`src/rtl/alu_pkg.sv`:
```
`default_nettype none

package alu_pkg;

    // Datapath and lane sizing
    localparam int DATA_W     = 32;
    localparam int NUM_LANES  = 4;
    localparam int LANE_IDX_W = 2;
    localparam int OP_W       = 4;

    // Operation codes, 14 and 15 give an all-zero result
    localparam logic [OP_W-1:0] OP_ADD = 4'd0;
    localparam logic [OP_W-1:0] OP_SUB = 4'd1;
    localparam logic [OP_W-1:0] OP_NEG = 4'd2;
    localparam logic [OP_W-1:0] OP_OR  = 4'd3;
    localparam logic [OP_W-1:0] OP_XOR = 4'd4;
    localparam logic [OP_W-1:0] OP_AND = 4'd5;
    localparam logic [OP_W-1:0] OP_MUL = 4'd6;
    localparam logic [OP_W-1:0] OP_DIV = 4'd7;
    localparam logic [OP_W-1:0] OP_SLL = 4'd8;
    localparam logic [OP_W-1:0] OP_SRL = 4'd9;
    localparam logic [OP_W-1:0] OP_SRA = 4'd10;
    localparam logic [OP_W-1:0] OP_ROR = 4'd11;
    localparam logic [OP_W-1:0] OP_ROL = 4'd12;
    localparam logic [OP_W-1:0] OP_NOT = 4'd13;

    // 64-bit lane result
    // Multiply reads it as one product, divide as quotient (hi) and remainder (lo)
    typedef union packed {
        logic [2*DATA_W-1:0] prod;
        struct packed {
            logic [DATA_W-1:0] hi;
            logic [DATA_W-1:0] lo;
        } pair;
    } alu_result_u;

endpackage

`default_nettype wire

```
`src/rtl/alu_lane_if.sv`:
```
`timescale 1ns/1ns
`default_nettype none

interface alu_lane_if;

    // Issue side
    logic                             start;
    logic [alu_pkg::OP_W-1:0]         op;
    logic [alu_pkg::DATA_W-1:0]       a;
    logic [alu_pkg::DATA_W-1:0]       b;

    // Lane status and result
    logic                             busy;
    logic                             done;
    alu_pkg::alu_result_u             result;
    logic                             zero;
    logic                             neg;

    // Collector frees the lane
    logic                             rel;

    modport dispatch (output start, op, a, b, input busy);
    modport lane (input start, op, a, b, rel, output busy, done, result, zero, neg);
    modport collect (input done, result, zero, neg, output rel);

endinterface

`default_nettype wire

```
`src/rtl/alu_core.sv`:
```
`timescale 1ns/1ns
`default_nettype none

module alu_core (
    input  wire logic [alu_pkg::OP_W-1:0]   op,
    input  wire logic [alu_pkg::DATA_W-1:0] a,
    input  wire logic [alu_pkg::DATA_W-1:0] b,
    output alu_pkg::alu_result_u            result,
    output logic                            zero,
    output logic                            neg
);

    localparam int W = alu_pkg::DATA_W;

    logic [W-1:0]   add_a;
    logic [W-1:0]   add_b;
    logic           add_cin;
    logic [W-1:0]   sum;

    logic [W-1:0]   fun_hi;
    logic [W-1:0]   fun_lo;
    logic [5:0]     fun_sh;
    logic [2*W-1:0] fun_wide;
    logic [W-1:0]   sft_out;
    logic [W-1:0]   sra_fill;

    logic [2*W-1:0] prod;
    logic           is_arith;

    // Shared adder: subtract is a + ~b + 1, negate is 0 + ~a + 1
    assign add_a   = (op == alu_pkg::OP_NEG) ? '0 : a;
    assign add_b   = (op == alu_pkg::OP_SUB) ? ~b :
                     (op == alu_pkg::OP_NEG) ? ~a : b;
    assign add_cin = (op == alu_pkg::OP_SUB) || (op == alu_pkg::OP_NEG);
    assign sum     = add_a + add_b + W'(add_cin);

    // Funnel shifter for all shifts and rotates
    // Left moves become right moves of {a, lo} by 32 - amount
    assign sra_fill = {W{a[W-1]}};

    always_comb begin
        fun_hi = '0;
        fun_lo = a;
        fun_sh = {1'b0, b[4:0]};
        case (op)
            alu_pkg::OP_SRA: begin
                fun_hi = sra_fill;
            end
            alu_pkg::OP_ROR: begin
                fun_hi = a;
            end
            alu_pkg::OP_SLL: begin
                fun_hi = a;
                fun_lo = '0;
                fun_sh = 6'd32 - {1'b0, b[4:0]};
            end
            alu_pkg::OP_ROL: begin
                fun_hi = a;
                fun_sh = 6'd32 - {1'b0, b[4:0]};
            end
            default: begin
                fun_hi = '0;
            end
        endcase
    end

    assign fun_wide = {fun_hi, fun_lo} >> fun_sh;
    assign sft_out  = fun_wide[W-1:0];

    // Operands taken as unsigned
    assign prod = {{W{1'b0}}, a} * {{W{1'b0}}, b};

    always_comb begin
        result = '0;
        case (op)
            alu_pkg::OP_ADD,
            alu_pkg::OP_SUB,
            alu_pkg::OP_NEG: result.pair.lo = sum;
            alu_pkg::OP_OR:  result.pair.lo = a | b;
            alu_pkg::OP_XOR: result.pair.lo = a ^ b;
            alu_pkg::OP_AND: result.pair.lo = a & b;
            alu_pkg::OP_MUL: result.prod    = prod;
            alu_pkg::OP_SLL,
            alu_pkg::OP_SRL,
            alu_pkg::OP_SRA,
            alu_pkg::OP_ROR,
            alu_pkg::OP_ROL: result.pair.lo = sft_out;
            alu_pkg::OP_NOT: result.pair.lo = ~a;
            // Divide handled by the lane's divider
            default:         result = '0;
        endcase
    end

    assign is_arith = (op == alu_pkg::OP_ADD) || (op == alu_pkg::OP_SUB) ||
                      (op == alu_pkg::OP_NEG);

    assign neg  = is_arith                ? sum[W-1] :
                  (op == alu_pkg::OP_MUL) ? prod[2*W-1] :
                  result.pair.lo[W-1];
    assign zero = (result.prod == '0);

endmodule

`default_nettype wire

```
`src/rtl/alu_divider.sv`:
```
`timescale 1ns/1ns
`default_nettype none

module alu_divider (
    input  wire logic                       clk,
    input  wire logic                       rst_n,
    input  wire logic                       start,
    input  wire logic [alu_pkg::DATA_W-1:0] a,
    input  wire logic [alu_pkg::DATA_W-1:0] b,
    output alu_pkg::alu_result_u            result,
    output logic                            neg,
    output logic                            done
);

    localparam int W = alu_pkg::DATA_W;

    logic [W-1:0] a_mag;
    logic [W-1:0] b_mag;
    logic [W-1:0] rem_q;
    logic [W-1:0] quo_q;
    logic [W-1:0] div_q;
    logic         a_neg_q;
    logic         q_neg_q;
    logic         running;
    logic [4:0]   cnt;

    // One restoring step, returns {remainder, quotient}
    function automatic logic [2*W-1:0] div_step(
        input logic [W-1:0] rem,
        input logic [W-1:0] quo,
        input logic [W-1:0] d
    );
        logic [W:0] shifted;
        logic [W:0] diff;
        shifted = {rem, quo[W-1]};
        diff    = shifted - {1'b0, d};
        if (shifted >= {1'b0, d}) begin
            return {diff[W-1:0], quo[W-2:0], 1'b1};
        end
        return {shifted[W-1:0], quo[W-2:0], 1'b0};
    endfunction

    assign a_mag = a[W-1] ? -a : a;
    assign b_mag = b[W-1] ? -b : b;

    // First step runs on the start edge, 31 more follow
    always_ff @(posedge clk or negedge rst_n) begin
        if (!rst_n) begin
            running <= 1'b0;
            cnt     <= '0;
            done    <= 1'b0;
        end else begin
            done <= 1'b0;
            if (start) begin
                running <= 1'b1;
                cnt     <= 5'd31;
            end else if (running) begin
                cnt <= cnt - 5'd1;
                if (cnt == 5'd1) begin
                    running <= 1'b0;
                    done    <= 1'b1;
                end
            end
        end
    end

    always_ff @(posedge clk) begin
        if (start) begin
            {rem_q, quo_q} <= div_step('0, a_mag, b_mag);
            div_q          <= b_mag;
            a_neg_q        <= a[W-1];
            q_neg_q        <= a[W-1] ^ b[W-1];
        end else if (running) begin
            {rem_q, quo_q} <= div_step(rem_q, quo_q, div_q);
        end
    end

    // Quotient negated on differing signs, remainder follows the dividend
    always_comb begin
        result.pair.hi = q_neg_q ? -quo_q : quo_q;
        result.pair.lo = a_neg_q ? -rem_q : rem_q;
    end

    assign neg = q_neg_q;

endmodule

`default_nettype wire

```
`src/rtl/alu_lane.sv`:
```
`timescale 1ns/1ns
`default_nettype none

module alu_lane (
    input wire logic clk,
    input wire logic rst_n,
    alu_lane_if.lane lane
);

    logic [alu_pkg::OP_W-1:0]   op_q;
    logic [alu_pkg::DATA_W-1:0] a_q;
    logic [alu_pkg::DATA_W-1:0] b_q;
    logic                       exec;
    logic                       is_div;

    alu_pkg::alu_result_u       core_res;
    logic                       core_zero;
    logic                       core_neg;
    alu_pkg::alu_result_u       div_res;
    logic                       div_neg;
    logic                       div_done;

    assign is_div = (op_q == alu_pkg::OP_DIV);

    alu_core u_core (
        .op     (op_q),
        .a      (a_q),
        .b      (b_q),
        .result (core_res),
        .zero   (core_zero),
        .neg    (core_neg)
    );

    alu_divider u_div (
        .clk    (clk),
        .rst_n  (rst_n),
        .start  (exec && is_div),
        .a      (a_q),
        .b      (b_q),
        .result (div_res),
        .neg    (div_neg),
        .done   (div_done)
    );

    always_ff @(posedge clk or negedge rst_n) begin
        if (!rst_n) begin
            lane.busy <= 1'b0;
            lane.done <= 1'b0;
            exec      <= 1'b0;
        end else begin
            exec <= lane.start;
            if (lane.start) begin
                lane.busy <= 1'b1;
            end
            if ((exec && !is_div) || div_done) begin
                lane.done <= 1'b1;
            end
            if (lane.rel) begin
                lane.busy <= 1'b0;
                lane.done <= 1'b0;
            end
        end
    end

    // Operands and result, held until the collector frees the lane
    always_ff @(posedge clk) begin
        if (lane.start) begin
            op_q <= lane.op;
            a_q  <= lane.a;
            b_q  <= lane.b;
        end
        if (exec && !is_div) begin
            lane.result <= core_res;
            lane.zero   <= core_zero;
            lane.neg    <= core_neg;
        end else if (div_done) begin
            lane.result <= div_res;
            lane.zero   <= (div_res.prod == '0);
            lane.neg    <= div_neg;
        end
    end

endmodule

`default_nettype wire

```
`src/flat_wrapper.sv`:
```
// flat-port wrapper written by rule: the top's interface ports become plain ports
module alu_lane_flat 
  (clk, rst_n, lane_start, lane_op, lane_a, lane_b, lane_rel, lane_busy, lane_done, lane_result, lane_zero, lane_neg);
  alu_lane_if lane_i ();
  input wire logic clk;
  input wire logic rst_n;
  input wire logic [$bits(lane_i.start)-1:0] lane_start;
  input wire logic [$bits(lane_i.op)-1:0] lane_op;
  input wire logic [$bits(lane_i.a)-1:0] lane_a;
  input wire logic [$bits(lane_i.b)-1:0] lane_b;
  input wire logic [$bits(lane_i.rel)-1:0] lane_rel;
  output wire logic [$bits(lane_i.busy)-1:0] lane_busy;
  output wire logic [$bits(lane_i.done)-1:0] lane_done;
  output wire logic [$bits(lane_i.result)-1:0] lane_result;
  output wire logic [$bits(lane_i.zero)-1:0] lane_zero;
  output wire logic [$bits(lane_i.neg)-1:0] lane_neg;
  assign lane_i.start = lane_start;
  assign lane_i.op = lane_op;
  assign lane_i.a = lane_a;
  assign lane_i.b = lane_b;
  assign lane_i.rel = lane_rel;
  assign lane_busy = lane_i.busy;
  assign lane_done = lane_i.done;
  assign lane_result = lane_i.result;
  assign lane_zero = lane_i.zero;
  assign lane_neg = lane_i.neg;
  alu_lane u_core (.clk(clk), .rst_n(rst_n), .lane(lane_i));
endmodule
```
`config.mk`:
```
export PLATFORM = sky130hd
export DESIGN_NAME = alu_lane_flat
export DESIGN_NICKNAME = d
export VERILOG_FILES = /design/src/rtl/alu_pkg.sv /design/src/rtl/alu_lane_if.sv /design/src/rtl/alu_core.sv /design/src/rtl/alu_divider.sv /design/src/rtl/alu_lane.sv /design/src/flat_wrapper.sv
export SDC_FILE = /design/constraint.sdc
export NUM_CORES = 2
export LEC_CHECK = 0
export ABC_CLOCK_PERIOD_IN_PS = 12660
export BUFFER_PORTS_ARGS = -buffer_cell sky130_fd_sc_hd__buf_4
export CAP_MARGIN = 20
export CORE_AREA = 4 4 504 257
export CTS_CLUSTER_DIAMETER = 120
export DETAILED_ROUTE_END_ITERATION = 16
export DIE_AREA = 0 0 508 261
export GPL_TIMING_DRIVEN = 0
export PLACE_DENSITY = 0.65
export SLEW_MARGIN = 5
export SYNTH_ARGS = -nofsm -noshare
export SYNTH_HDL_FRONTEND = slang
export SYNTH_HIERARCHICAL = 1
export SYNTH_SLANG_ARGS = --single-unit
export TNS_END_PERCENT = 50
```
`constraint.sdc`:
```
create_clock -name clk -period 12.66 [get_ports clk]
set_clock_uncertainty 0.15 [all_clocks]
set_input_delay 1.899 -clock clk [delete_from_list [all_inputs] [get_ports clk]]
set_output_delay 1.899 -clock clk [all_outputs]
set_load 0.01 [all_outputs]
```
==> run metrics <==
dpl ws=-2.16 ns; Final Setup Violations=1; crit path DAT=13.24 ns; I/O Pins=140; Worst Slack Setup Final=-0.309 ns; First-pass DRT Iterations=12; Rows=92; Synth Cell Area=56,000 µm²; DRT iter0 DRCs=10,557; Max Fclk=0.0771 GHz; insertion delay to the later sink of the worst-skew pair=0.58 ns; number of cells produced by synthesis=6,468; syn_area_per_cell=8.65 µm²; WS Path Type=flop to flop; CP Capture Type=flop; CTS clk-pin slew, worst paths=0.08 ns; wire per inst=38.2 µm; CTS Buffer Depth=3; status=finished, violations left; Post-synth EDFFs=232; flops & latches, synth=242; fin. max-slew vios=0; most frequent cells after synthesis=inv_1 (987), fa_1 (899), nand2_1 (765), nor2_1 (734), ha_1 (398); failing checks=setup timing; Final Hold Violating Endpoints=0; CTS buffer count=20; htree depth=1; Tcrit/Tclk final=102%; Critical Path Slowest Stage Cell=or4b_1; GPL Wtd Cong=1.20; Yosys top cell area share=32.2%; Die Width=508 µm; worst hold slack=0.368 ns; fraction of registers with async set/reset=4.13%; vias in the first global route=51,636; Final nets=8,110; total gr overflow=0; Req. time, crit path=12.93 ns; port bufs=139; largest net degree at the start of global routing=71; DR vias=56,606; Netlist cell types=109; total clock sinks=242; sequential cell area fraction in the yosys report=12.9%; Global Route Usage Sum=47.8%; P&R area growth vs syn=10.1%; max incr delay on CP=0.78 ns; layout cell share with drive strength beyond 1=8.63%; max-cap check violation count=0; first-pass GRT wire length=433,000 µm; vias per cell=6.68; warnings from Yosys=6; Starting Density=44.8%; largest area contributor in the netlist=fa_1; core area=125,000 µm²; Die Y=261 µm; Mapped Nets=7,837; worst hold path type=flop to flop; top post-synthesis cells by area=fa_1 (32%), edfxtp_1 (12%), ha_1 (8.9%); final wirelength=324,000 µm; critical path fanouts, max=11; Slew HR=2.51%; die footprint=133,000 µm²; Main synth FF type=edfxtp_1; most common cell in the synthesized netlist=inv_1; cell mode on critical path=fa_1; CTS Hold Bufs=0; post-route ant nets=0; slew at the pin closest to its max-slew limit=1.46 ns; initial antenna violation count=34; post-layout min period=12.97 ns; HPWL Detailed=273,000 µm; CTS tree=done; Worst setup SP type=flop; final routed DRC violation total=0; clock root buffer=clkbuf_16
-- path summary, 6_finish.rpt --
kind | from | endpoint | slack [ns] | depth (start not counted)
worst max-delay path | u_core/a_q[4] | u_core/lane.zero | -0.31 | 30
worst min-delay path | u_core/lane.busy | u_core/lane.busy | 0.37 | 2
worst max register to register | u_core/a_q[4] | u_core/lane.zero | -0.31 | 30
worst min register to register | u_core/lane.busy | u_core/lane.busy | 0.37 | 2
max in group asynchronous | rst_n | u_core/u_div/cnt[2] | 11.18 | 1
min in group asynchronous | rst_n | u_core/exec | 1.01 | 1
-- cells by family after synthesis --
family	count (synthesis)	synth area share (%)
flip-flops	242	12.9
buffers and inverters	1439	9.91
AND/OR/NAND/NOR	2013	16.2
multiplexers	142	3.06
AO/OA/AOI/OAI	1099	13.2
XOR/XNOR	236	3.69
adder cells (fa/ha/maj)	1297	41.1
-- worst max-delay path, delay by kind of cell (launching register included) --
family                     cells  cell delay, ns
adders and majority gates      9            4.55
and+or+nand+nor                9            3.75
DFF                            1            0.72
buffers and inverters          7            2.04
AOI/OAI and AO/OA              3            1.13
xor gates and xnor gates       1            0.15
muxes                          1            0.22
-- cells in the final DEF, fill, tap and decap left out, drive strengths merged, types with 56 or more instances in the layout --
master,n
fa,899
nor2,735
a22oi,69
mux2,82
xor2,84
o211ai,59
edfxtp,232
o22ai,56
nor3,66
nand4,65
nand3,66
clkbuf,345
buf,353
xnor2,152
nand2,767
ha,398
inv,989
a21oi,229
o21ai,218
-- area by class of cell --
type,count,area [µm²]
tap,1692,2120
sequential,242,7220
clock inverter,12,141
multi-input combinational,4787,43400
inverter,1006,3800
timing repair buffer,258,2480
buffer,426,1880
clock buffer,24,537
antenna,31,77.6
fill,12225,63400
-- layer usage --
metal	share of wire [%]	global-route usage, %	up-vias	wire length [µm]
met5	0.59	9.15	-	1920
met4	3.3	12.4	35	10700
met3	23	39.0	649	74700
met2	32	50.8	5784	102000
met1	41	68.2	28258	134000
li1	-	-	21880	-
-- stage by stage --
step / setup TNS, ns / instances / cell area, µm² / utilization (%)
6_report: -0.309 / 8478 / 61600 / 49.3
5_1_grt: -0.00180 / 8456 / 61600 / 49.3
4_1_cts: 0 / 8397 / 60900 / 48.7
3_5_place_dp: -8.65 / 8360 / 60000 / 48.0
3_3_place_gp: -15.37 / 8299 / 59100 / 47.3
2_1_floorplan: 0 / 6468 / 56000 / -
-- registers in the layout (all words and copies together), names as in the netlist --
signal and cells:
u_core/lane.busy 1, u_core/u_div/quo_q 32, u_core/lane.zero 1, u_core/exec 1, u_core/u_div/a_neg_q 1, u_core/u_div/cnt 5, u_core/op_q 4, u_core/u_div/div_q 32
u_core/u_div/running 1, u_core/b_q 32, u_core/u_div/neg 1, u_core/lane.neg 1, u_core/lane.result 64, u_core/a_q 32, u_core/u_div/rem_q 32, u_core/lane.done 1
u_core/u_div/done 1
-- what timing repair did --
item / in CTS / in global routing
setup buffers: 6 / 24
hold endpoints to repair: 0 / 0
resized for setup: 44 / 71
endpoints found under the setup margin: 13 / 1
Power is not shown: default switching activity piles up to over one toggle a cycle in this logic, so the estimate is an artifact.
